--- src/source/hart_params.svh ---
// hart constants
// major opcodes, ALU operation codes, reset PC and the bubble encoding
`ifndef HART_PARAMS_SVH
`define HART_PARAMS_SVH

// PC after reset
`define HART_RESET_PC 32'h0000_0000
// addi x0, x0, 0 used as a pipeline bubble
`define HART_NOP 32'h0000_0013

// RV32I major opcodes
`define HART_OP_LUI 7'b0110111
`define HART_OP_IMM 7'b0010011
`define HART_OP_REG 7'b0110011
`define HART_OP_LOAD 7'b0000011
`define HART_OP_STORE 7'b0100011
`define HART_OP_BRANCH 7'b1100011
`define HART_OP_JAL 7'b1101111

// ALU operation codes
`define HART_ALU_ADD 3'd0
`define HART_ALU_SUB 3'd1
`define HART_ALU_AND 3'd2
`define HART_ALU_OR 3'd3
`define HART_ALU_XOR 3'd4
`define HART_ALU_SLT 3'd5
`define HART_ALU_PASSB 3'd6

`endif

--- src/source/hartPkg.sv ---
// hart package
// shared vector types for the three-stage RV32I hart
package hartPkg;

  //////////////////////////////
  // datapath widths
  //////////////////////////////

  // data or address word
  typedef logic [31:0] wordT;

  // raw instruction word
  typedef logic [31:0] instrT;

  // architectural register index
  typedef logic [4:0] regIdxT;

  //////////////////////////////
  // control encodings
  //////////////////////////////

  // ALU operation select, values in hart_params.svh
  typedef logic [2:0] aluOpT;

endpackage

--- src/source/decoder.sv ---
// instruction decoder
// turns one RV32I word into control fields and a sign-extended immediate
`timescale 1ns/1ps
`include "hart_params.svh"

module decoder (
  input  hartPkg::instrT  instrD,
  output hartPkg::regIdxT rs1D,
  output hartPkg::regIdxT rs2D,
  output hartPkg::regIdxT rdD,
  output hartPkg::wordT   immD,
  output hartPkg::aluOpT  aluOpD,
  output logic            aluSrcImmD,
  output logic            regWriteD,
  output logic            memReadD,
  output logic            memWriteD,
  output logic            branchD,
  output logic            branchNeD,
  output logic            jumpD,
  output logic            illegalD
);

  logic [6:0]    opcode;
  logic [2:0]    funct3;
  logic [6:0]    funct7;
  hartPkg::wordT immI;
  hartPkg::wordT immS;
  hartPkg::wordT immB;
  hartPkg::wordT immU;
  hartPkg::wordT immJ;

  assign opcode = instrD[6:0];
  assign funct3 = instrD[14:12];
  assign funct7 = instrD[31:25];

  // register fields sit at fixed positions in every format
  assign rs1D = instrD[19:15];
  assign rs2D = instrD[24:20];
  assign rdD  = instrD[11:7];

  //////////////////////////////
  // immediate formats
  //////////////////////////////
  assign immI = {{20{instrD[31]}}, instrD[31:20]};
  assign immS = {{20{instrD[31]}}, instrD[31:25], instrD[11:7]};
  assign immB = {{19{instrD[31]}}, instrD[31], instrD[7], instrD[30:25], instrD[11:8], 1'b0};
  assign immU = {instrD[31:12], 12'b0};
  assign immJ = {{11{instrD[31]}}, instrD[31], instrD[19:12], instrD[20], instrD[30:21], 1'b0};

  //////////////////////////////
  // control decode
  //////////////////////////////
  // defaults are all zero so an unknown word leaves no write or memory control set
  always_comb begin
    immD       = '0;
    aluOpD     = `HART_ALU_ADD;
    aluSrcImmD = 1'b0;
    regWriteD  = 1'b0;
    memReadD   = 1'b0;
    memWriteD  = 1'b0;
    branchD    = 1'b0;
    branchNeD  = 1'b0;
    jumpD      = 1'b0;
    illegalD   = 1'b0;
    case (opcode)
      `HART_OP_LUI: begin
        immD       = immU;
        aluOpD     = `HART_ALU_PASSB;
        aluSrcImmD = 1'b1;
        regWriteD  = 1'b1;
      end
      `HART_OP_IMM: begin
        // only addi among the immediate ops
        if (funct3 == 3'b000) begin
          immD       = immI;
          aluSrcImmD = 1'b1;
          regWriteD  = 1'b1;
        end else begin
          illegalD = 1'b1;
        end
      end
      `HART_OP_REG: begin
        regWriteD = 1'b1;
        case ({funct7, funct3})
          {7'b0000000, 3'b000}: aluOpD = `HART_ALU_ADD;
          {7'b0100000, 3'b000}: aluOpD = `HART_ALU_SUB;
          {7'b0000000, 3'b111}: aluOpD = `HART_ALU_AND;
          {7'b0000000, 3'b110}: aluOpD = `HART_ALU_OR;
          {7'b0000000, 3'b100}: aluOpD = `HART_ALU_XOR;
          {7'b0000000, 3'b010}: aluOpD = `HART_ALU_SLT;
          default: begin
            regWriteD = 1'b0;
            illegalD  = 1'b1;
          end
        endcase
      end
      `HART_OP_LOAD: begin
        // word loads only
        if (funct3 == 3'b010) begin
          immD       = immI;
          aluSrcImmD = 1'b1;
          regWriteD  = 1'b1;
          memReadD   = 1'b1;
        end else begin
          illegalD = 1'b1;
        end
      end
      `HART_OP_STORE: begin
        if (funct3 == 3'b010) begin
          immD       = immS;
          aluSrcImmD = 1'b1;
          memWriteD  = 1'b1;
        end else begin
          illegalD = 1'b1;
        end
      end
      `HART_OP_BRANCH: begin
        // beq and bne share the compare, funct3[0] inverts it
        if (funct3[2:1] == 2'b00) begin
          immD      = immB;
          branchD   = 1'b1;
          branchNeD = funct3[0];
        end else begin
          illegalD = 1'b1;
        end
      end
      `HART_OP_JAL: begin
        immD      = immJ;
        jumpD     = 1'b1;
        regWriteD = 1'b1;
      end
      default: illegalD = 1'b1;
    endcase
  end

endmodule

--- src/source/hazard.sv ---
// hazard unit
// global stall and flush control, stall always wins over flush
`timescale 1ns/1ps

module hazard (
  input  logic pcSrcE,
  input  logic memWaitE,
  output logic stallF,
  output logic stallD,
  output logic stallE,
  output logic flushD,
  output logic flushE
);

  // a stretched data access freezes the whole pipe
  assign stallF = memWaitE;
  assign stallD = memWaitE;
  assign stallE = memWaitE;

  // taken control transfer squashes the two younger instructions
  // held off until the stall clears
  assign flushD = pcSrcE && !memWaitE;
  assign flushE = pcSrcE && !memWaitE;

endmodule

--- src/source/ieu.sv ---
// integer execution unit
// decode and register read in D, then ALU, branch, data access and writeback in E
`timescale 1ns/1ps
`include "hart_params.svh"

module ieu (
  input  logic           clk,
  input  logic           rstN,
  input  hartPkg::instrT instrD,
  input  hartPkg::wordT  pcD,
  input  hartPkg::wordT  readDataE,
  input  logic           dataReady,
  input  logic           stallE,
  input  logic           flushE,
  output hartPkg::wordT  pcTargetE,
  output hartPkg::wordT  memAdrE,
  output hartPkg::wordT  writeDataE,
  output logic           pcSrcE,
  output logic           memWaitE,
  output logic           memReadE,
  output logic           memWriteE,
  output logic           illegalInstr
);

  // decode stage
  hartPkg::regIdxT rs1D, rs2D, rdD;
  hartPkg::wordT   immD, rd1D, rd2D;
  hartPkg::aluOpT  aluOpD;
  logic            aluSrcImmD, regWriteD, memReadD, memWriteD;
  logic            branchD, branchNeD, jumpD, illegalD;

  // execute stage
  hartPkg::regIdxT rdE;
  hartPkg::wordT   immE, rd1E, rd2E, pcE;
  hartPkg::wordT   srcBE, aluResultE, resultE;
  hartPkg::aluOpT  aluOpE;
  logic            aluSrcImmE, regWriteE, branchE, branchNeE, jumpE, illegalE;
  logic            takenE, regWriteGatedE;

  decoder dec (.*);

  regfile rf (
    .clk       (clk),
    .rstN      (rstN),
    .rs1D      (rs1D),
    .rs2D      (rs2D),
    .rdE       (rdE),
    .resultE   (resultE),
    .regWriteE (regWriteGatedE),
    .rd1D      (rd1D),
    .rd2D      (rd2D)
  );

  //////////////////////////////
  // D-to-E register
  //////////////////////////////
  // control bits, a flush leaves a bubble
  always_ff @(posedge clk or negedge rstN) begin
    if (!rstN) begin
      {regWriteE, memReadE, memWriteE, branchE, branchNeE, jumpE, illegalE} <= '0;
    end else if (flushE) begin
      {regWriteE, memReadE, memWriteE, branchE, branchNeE, jumpE, illegalE} <= '0;
    end else if (!stallE) begin
      {regWriteE, memReadE, memWriteE} <= {regWriteD, memReadD, memWriteD};
      {branchE, branchNeE, jumpE, illegalE} <= {branchD, branchNeD, jumpD, illegalD};
    end
  end

  // operands and fields, only meaningful alongside the controls above
  always_ff @(posedge clk) begin
    if (!stallE) begin
      rd1E       <= rd1D;
      rd2E       <= rd2D;
      immE       <= immD;
      rdE        <= rdD;
      aluOpE     <= aluOpD;
      aluSrcImmE <= aluSrcImmD;
      pcE        <= pcD;
    end
  end

  //////////////////////////////
  // ALU
  //////////////////////////////
  assign srcBE = aluSrcImmE ? immE : rd2E;

  always_comb begin
    case (aluOpE)
      `HART_ALU_SUB:   aluResultE = rd1E - srcBE;
      `HART_ALU_AND:   aluResultE = rd1E & srcBE;
      `HART_ALU_OR:    aluResultE = rd1E | srcBE;
      `HART_ALU_XOR:   aluResultE = rd1E ^ srcBE;
      `HART_ALU_SLT:   aluResultE = {31'b0, $signed(rd1E) < $signed(srcBE)};
      `HART_ALU_PASSB: aluResultE = srcBE;
      default:         aluResultE = rd1E + srcBE;
    endcase
  end

  //////////////////////////////
  // branch and memory
  //////////////////////////////
  // memory access stretches while dataReady is low
  assign memWaitE   = (memReadE || memWriteE) && !dataReady;
  assign memAdrE    = aluResultE;
  assign writeDataE = rd2E;

  assign takenE    = jumpE || (branchE && ((rd1E == rd2E) != branchNeE));
  assign pcTargetE = pcE + immE;
  assign pcSrcE    = takenE && !memWaitE;

  // writeback picks load data, link address or ALU result
  always_comb begin
    if (memReadE) begin
      resultE = readDataE;
    end else if (jumpE) begin
      resultE = pcE + 32'd4;
    end else begin
      resultE = aluResultE;
    end
  end

  assign regWriteGatedE = regWriteE && !memWaitE;

  // one pulse per illegal word leaving E
  assign illegalInstr = illegalE && !stallE;

endmodule

--- src/source/ifu.sv ---
// instruction fetch unit
// holds the PC, picks the next PC and fills the F-to-D instruction register
`timescale 1ns/1ps
`include "hart_params.svh"

module ifu (
  input  logic           clk,
  input  logic           rstN,
  input  hartPkg::instrT instrF,
  input  hartPkg::wordT  pcTargetE,
  input  logic           pcSrcE,
  input  logic           stallF,
  input  logic           stallD,
  input  logic           flushD,
  output hartPkg::wordT  pcF,
  output hartPkg::wordT  pcD,
  output hartPkg::instrT instrD
);

  hartPkg::wordT pcPlus4F;
  hartPkg::wordT pcNextF;

  // sequential fetch unless E resolved a taken branch or jump
  assign pcPlus4F = pcF + 32'd4;
  assign pcNextF  = pcSrcE ? pcTargetE : pcPlus4F;

  //////////////////////////////
  // fetch stage PC
  //////////////////////////////
  always_ff @(posedge clk or negedge rstN) begin
    if (!rstN) begin
      pcF <= `HART_RESET_PC;
    end else if (!stallF) begin
      pcF <= pcNextF;
    end
  end

  //////////////////////////////
  // F-to-D register
  //////////////////////////////
  // flush turns the slot into a bubble, the hazard unit never flushes during a stall
  always_ff @(posedge clk or negedge rstN) begin
    if (!rstN) begin
      instrD <= `HART_NOP;
      pcD    <= `HART_RESET_PC;
    end else if (flushD) begin
      instrD <= `HART_NOP;
      pcD    <= pcF;
    end else if (!stallD) begin
      instrD <= instrF;
      pcD    <= pcF;
    end
  end

endmodule

--- src/source/pipelinedHart.sv ---
// pipelined hart top level
// three-stage in-order RV32I core with external instruction and data memories
`timescale 1ns/1ps

module pipelinedHart (
  input  logic           clk,
  input  logic           rstN,
  // instruction port
  output hartPkg::wordT  pcF,
  input  hartPkg::instrT instrF,
  // data port
  output hartPkg::wordT  memAdrE,
  output hartPkg::wordT  writeDataE,
  output logic           memReadE,
  output logic           memWriteE,
  input  hartPkg::wordT  readDataE,
  input  logic           dataReady,
  // status
  output logic           illegalInstr
);

  //////////////////////////////
  // stage to stage signals
  //////////////////////////////
  // F to D
  hartPkg::instrT instrD;
  hartPkg::wordT  pcD;

  // E back to F
  hartPkg::wordT  pcTargetE;
  logic           pcSrcE;

  // hazard unit
  logic           memWaitE;
  logic           stallF, stallD, stallE;
  logic           flushD, flushE;

  // fetch unit with PC and F-to-D register
  ifu ifu (.*);

  // integer execution unit with decoder and register file
  ieu ieu (.*);

  // global stall and flush control
  hazard hzu (.*);

endmodule

--- src/source/regfile.sv ---
// integer register file
// 32 x 32-bit, x0 reads zero, a same-cycle write is forwarded to the D read ports
`timescale 1ns/1ps

module regfile (
  input  logic            clk,
  input  logic            rstN,
  input  hartPkg::regIdxT rs1D,
  input  hartPkg::regIdxT rs2D,
  input  hartPkg::regIdxT rdE,
  input  hartPkg::wordT   resultE,
  input  logic            regWriteE,
  output hartPkg::wordT   rd1D,
  output hartPkg::wordT   rd2D
);

  hartPkg::wordT regs [0:31];
  logic          writeLive;

  // a write to x0 is dropped
  assign writeLive = regWriteE && (rdE != 5'd0);

  always_ff @(posedge clk or negedge rstN) begin
    if (!rstN) begin
      for (int i = 0; i < 32; i++) begin
        regs[i] <= '0;
      end
    end else if (writeLive) begin
      regs[rdE] <= resultE;
    end
  end

  //////////////////////////////
  // read ports with write-through
  //////////////////////////////
  // removes every data hazard between E and D
  assign rd1D = (writeLive && (rdE == rs1D)) ? resultE : regs[rs1D];
  assign rd2D = (writeLive && (rdE == rs2D)) ? resultE : regs[rs2D];

endmodule
--- config.mk ---
export PLATFORM = sky130hd
export DESIGN_NAME = pipelinedHart
export DESIGN_NICKNAME = d
export VERILOG_FILES = /design/src/source/hartPkg.sv /design/src/source/decoder.sv /design/src/source/hazard.sv /design/src/source/ieu.sv /design/src/source/ifu.sv /design/src/source/pipelinedHart.sv /design/src/source/regfile.sv
export VERILOG_INCLUDE_DIRS = /design/src /design/src/source
export SDC_FILE = /design/constraint.sdc
export NUM_CORES = 2
export LEC_CHECK = 0
export BUFFER_PORTS_ARGS = -buffer_cell sky130_fd_sc_hd__buf_2
export CORE_UTILIZATION = 35
export CTS_CLUSTER_DIAMETER = 200
export DETAILED_ROUTE_END_ITERATION = 10
export GPL_TIMING_DRIVEN = 0
export HOLD_SLACK_MARGIN = 0.03
export SLEW_MARGIN = 25
export SYNTH_ARGS = -nofsm -noshare
export SYNTH_HDL_FRONTEND = slang
export SYNTH_SLANG_ARGS = --single-unit
--- constraint.sdc ---
create_clock -name clk -period 14.9 [get_ports clk]
set_clock_uncertainty 0.05 [all_clocks]
set_input_delay 2.235 -clock clk [delete_from_list [all_inputs] [get_ports clk]]
set_output_delay 2.235 -clock clk [all_outputs]
set_load 0.02 [all_outputs]
; Word-level counts from Yosys, hierarchy flattened
; Cells that the tools add are included.
[word_totals]
register_bits = 1264
out_inout_bits = 99
wordCells = 168
[op_classes]
addsub = 5
order_cmp = 5
eq_ne = 24
muxes = 58
bitwise = 6
reduce_logical = 21
[op_table]
columns = operator, count
row1 = bitwise mux 1024 bit, 1
row2 = 2-to-1 mux 32 bit, 19
row3 = case mux 32 bit (6 select lines), 2
row4 = binary-select mux 32 bit (select 5 bit), 2
row5 = demux 32 bit (select 5 bit), 1
row6 = adder 32 x 3 -> 32 bit (second input constant), 2
row7 = adder 32 bit, 2
row8 = bitwise AND 32 bit, 1
row9 = equality test 32 bit, 1
row10 = < comparator 32 bit, 1
row11 = bitwise OR 32 bit, 1
row12 = subtractor 32 bit, 1
row13 = bitwise XOR 32 bit, 1
row14 = equality test 10 x 3 -> 1 bit (second input constant), 3
row15 = 2-to-1 mux 1 bit, 28
row16 = equality test 7 x 6 -> 1 bit (second input constant), 3
row17 = greater-or-equal comparator 6 bit (second input constant), 3
row18 = NOT 5 -> 6 bit, 3
row19 = case mux 3 bit (5 select lines), 1
row20 = equality test 7 bit (second input constant), 2
row21 = equality test 10 x 2 -> 1 bit (second input constant), 1
row22 = equality test 10 x 9 -> 1 bit (second input constant), 1
row23 = equality test 5 bit, 2
row24 = logical AND 1 bit, 10
row25 = 20 further kinds, 27

; Logic depth before layout (Yosys ltp)
[logic_depth]
word_depth = 7
ltp_mapped = 18

; Modules after synthesis
; Synthesis repeated with hierarchy kept, for this count alone.
[unflattened]
cells_unflattened = 5605
area_unflattened_um2 = 72687.2
[by_module_without_submodules]
columns = module, instances, cells_each, area_each_um2, seq_area_each_um2
row1 = regfile, 1, 3483, 53415.0, 25624.6
row2 = ieu, 1, 1564, 13772.0, 4289.1
row3 = ifu, 1, 422, 4528.1, 2406.1
row4 = decoder, 1, 131, 928.4, 0.0
row5 = hazard, 1, 5, 43.8, 0.0

; Least setup slack after synthesis
; OpenSTA, ideal clock, no wires.
[synth_timing]
path_type = input-to-reg
start = in dataReady
end = reg ieu.aluOpE[0], enable pin
arrival_time_ns = 6.892
setup_slack_ns = 7.403
stages = 5
path_buffers = 3
cell_sequence = a21oi_1 inv_1 clkbuf_1 clkbuf_1 clkbuf_1
[synth_via]
elab_chain_len = 2
[synth_lines]
columns = element, line
row1 = start: declaration, pipelinedHart.sv:17  ; input logic dataReady,
row2 = zero test 1 bit, ieu.sv:103  ; assign memWaitE = (memReadE || memWriteE) && !dataReady;
row3 = logical AND 1 bit, ieu.sv:103
row4 = end signal: assignment, ieu.sv:76  ; aluOpE <= aluOpD;
row5 = end: declaration, ieu.sv:36  ; hartPkg::aluOpT aluOpE;
; Every way passes these cells.
; A chain may end at the register's enable or synchronous reset.

; Final worst setup path
[layout_timing]
start = reg ieu.aluSrcImmE
end = out memAdrE[31]
[layout_via]
elab_chain_len = 3
elab_cells_between_ends = 7
classes_between = 2 x add/sub / 2 x mux / 3 x bitwise
[layout_lines]
columns = element, line
row1 = start: declaration, ieu.sv:37  ; logic aluSrcImmE, regWriteE, branchE, branchNeE, jumpE, illegalE;
row2 = start signal: assignment, ieu.sv:77  ; aluSrcImmE <= aluSrcImmD;
row3 = 2-to-1 mux 32 bit *, ieu.sv:85  ; assign srcBE = aluSrcImmE ? immE : rd2E;
row4 = "adder 32 bit, or another cell as far along", ieu.sv:95  ; default: aluResultE = rd1E + srcBE;
row5 = case mux 32 bit (6 select lines) *, ieu.sv:88  ; case (aluOpE)
row6 = end: declaration, pipelinedHart.sv:12  ; output hartPkg::wordT memAdrE,
; Mark *: on every way between the ends. The rest lies on a longest branch, timed or not.

==> results.json <==
{
  "status": "completed",
  "portBuffers": 165,
  "startpoint_type": "flop",
  "wl_per_cell_um": 31.3,
  "period_needed_ns": 9.02,
  "cts-root-buf": "clkbuf_16",
  "drv_slew": 0,
  "numCtsBuffers": 137,
  "postLayoutCoreUtil_pct": 40.0,
  "crit_chain": "clkbuf_1 -> buf_2 -> buf_2 -> mux2i_1 -> ha_1 -> buf_2 -> nor3_1 -> o21ai_0 -> o2111ai_1 -> a22oi_4 -> nor4_1 -> o2111ai_1 -> nor3b_1 -> o31ai_4 -> buf_2 -> nor2_1 -> buf_2",
  "drive_gt1_share_pct": 18.2,
  "n_fill_cell": 19900,
  "synth_cell_types": 104,
  "syn_to_final_growth_pct": 13.3,
  "clockBufferDepth": 3,
  "finalSetupTns_ns": 0,
  "finalSetupViolCount": 0,
  "grt_pass1_wl_um": 441000,
  "cts.sinks": 1264,
  "grt_usage_pct": 29.4,
  "post_cts_buffers": 0,
  "tightestPinTransition_ns": 1.21,
  "htreeDepth": 4,
  "clk_pin_slew_ns": 0.06,
  "powerDensity_mw_per_mm2": 108,
  "crit_type": "reg -> out",
  "dpl.cell_count": 9693,
  "grt_max_degree": 129,
  "rows": 166,
  "start_util_pct": 35.3,
  "chipWidth_um": 457,
  "drt_wl_total_um": 312000,
  "grt_pass1_vias": 60300,
  "critPathMaxFanout": 10,
  "viasPerCell": 6.22,
  "netlist_instances": 6811,
  "avgSynthCellArea_um2": 10.7,
  "async_flop_share_pct": 89.2,
  "fmax_mhz": 111,
  "min_from": "ifu.pcD[4]",
  "end_kind": "output port",
  "slew_headroom_pct": 19.5,
  "min_path_cells": 0,
  "fin_total_pwr_mw": 8.85,
  "antenna_found_initial": 22,
  "grt_overflow": 0,
  "cp.arrival_ns": 6.74,
  "hold_viol_final": 0,
  "instances_no_fill": 9958,
  "drv_cap": 0,
  "critical-path-slowest-cell": "o31ai_4",
  "die_area_mm2": 0.209,
  "num_vias": 61900,
  "ioPinCount": 166,
  "layout_commonest_cell": "nand2_1",
  "hp-class": "reg -> reg",
  "synth_enable_flop_cells": 137,
  "die_y_um": 457,
  "peakVddDrop_v": 0.000118,
  "mostFrequentLayoutCells": "nand2_1, dfrtp_1, o21ai_0, mux4_2, clkbuf_1",
  "syn_area_mm2": 0.0726,
  "reg2reg_to": "ieu.writeDataE[26]",
  "firstDrtPassIters": 7,
  "critPathMostFrequentCell": "buf_2",
  "rsz0062_at_grt": "no",
  "r2r_cells": 16,
  "ys_ff_latch": 1264,
  "r2r-start": "ieu.aluSrcImmE",
  "crit_path_max_incr_delay_ns": 0.66,
  "drtIter0Drc": 9260,
  "rrSetupSlack_ns": 7.99,
  "core_mm2": 0.205,
  "required_ns": 12.61,
  "ys_warn_count": 0,
  "hpwl_um": 239000,
  "hold_buffers": 0,
  "cts_resized": 0,
  "routabilityCongestion": 1.03,
  "fin_nets": 7370,
  "finalCritPeriodShare_pct": 60.5,
  "synth_top_flop_cell": "dfrtp_1",
  "ys_seq_area_share_pct": 44.5,
  "ant_nets": 0,
  "whs_ns": 0.387,
  "cellLeakagePower_nw": 34.2,
  "drcViolationCount": 0,
  "cts_tree": "yes",
  "clock_latency_ns": 0.82,
  "syn_nets": 7035,
  "hold_end": "ieu.pcE[4]"
}
Yosys cell counts, drive strengths merged, types with 18 or more instances:
cell    count  area [um^2]
nand4      26          163
o22ai      24          150
xnor2     102          893
ha        154         1930
nor2      423         1590
and3       21          131
o31ai      19          180
o21ai     886         4550
nand3      91          455
xor2       41          359
nand2b     23          144
a211oi     80          611
a21o       66          495
mux4      641        14400
a221oi     42          398
nor3       77          405
mux2i      51          510
buf       125          597
mux2       18          203
inv       135          507
edfxtp    137         4110
clkbuf    498         1870
dfrtp    1124        28100
a21oi     490         2480
a31oi      51          319
nand2    1140         4280
nor2b      78          488
where the power goes:
part	internal [mW]	switching, mW
Combinational	0.470	0.910
Sequential	3.66	0.222
Clock	2.05	1.53
Total	6.18	2.67
state kept, by name, summed over array words and instances (netlist names):
register / count
ieu.memReadE: 1
ieu.illegalE: 1
ifu.pcF: 32
ieu.memWriteE: 1
ifu.instrD: 32
ieu.writeDataE: 32
ieu.immE: 32
ieu.rdE: 5
ieu.regWriteE: 1
ieu.pcE: 32
ieu.rd1E: 32
ieu.branchNeE: 1
ieu.rf.regs: 1024
ieu.jumpE: 1
ifu.pcD: 32
ieu.aluSrcImmE: 1
ieu.aluOpE: 3
ieu.branchE: 1
how the worst max path moves through the flow:
stage                   start               end  cells past startpoint
2_1_floorplan       dataReady     ieu.aluOpE[0]                      5
3_3_place_gp             rstN  ieu.rf.regs[218]                      1
3_5_place_dp   ieu.aluSrcImmE       memAdrE[31]                     17
4_1_cts        ieu.aluSrcImmE       memAdrE[31]                     17
5_1_grt        ieu.aluSrcImmE       memAdrE[31]                     15
6_report       ieu.aluSrcImmE       memAdrE[31]                     17
layer usage:
layer  share of wire (%)  wire [um]  vias to the layer above  track usage [%]
met3                  14      42900                      748             10.6
met1                  38     118000                    31500             38.1
met2                  43     134000                     4108             43.4
li1                    -          -                    25500                -
met5               0.033        104                        -                0
met4                 5.4      16900                       12             14.1
logic make-up (layout without fill, tap and decap cells):
| group | after synthesis | count (layout) | share of synthesized area, % |
|---|---|---|---|
| buf+inv | 759 | 1204 | 4.11 |
| flops | 1264 | 1264 | 44.5 |
| mux | 710 | 710 | 20.9 |
| other cells | 0 | 14 | 0 |
| fa+ha+maj | 157 | 157 | 2.74 |
| simple gates | 1970 | 1970 | 11.5 |
| compound gates | 1808 | 1808 | 14.6 |
| xor+xnor | 143 | 143 | 1.73 |
worst max-delay path, delay by kind of cell, from the launching register on:
family	cells	cell delay, ns
AO/OA/AOI/OAI	5	1.53
adder cells (fa/ha/maj)	1	0.32
AND/OR/NAND/NOR	4	1.29
flip-flops	1	0.32
multiplexers	1	0.50
buffers and inverters	6	1.94
area by class of cell:
class / instances / area, um^2 / area share (%)
tap: 2688 / 3360 / 4.09
clock buffer: 204 / 4040 / 4.92
inverter: 136 / 510 / 0.621
clock inverter: 45 / 594 / 0.723
sequential: 1264 / 32300 / 39.3
buffer: 623 / 2580 / 3.13
multi-input combinational: 4788 / 37400 / 45.5
timing repair buffer: 196 / 1390 / 1.69
antenna: 14 / 35.0 / 0.0426
through the flow:
stage / worst slack (ns) / instance area, um^2
floorplan: 7.40 / 72600
global placement: -13.51 / 76800
detailed placement: 6.92 / 77500
CTS: 6.03 / 82100
global route: 5.63 / 82200
finish: 5.88 / 82200
(Power assumes the default switching activity.)
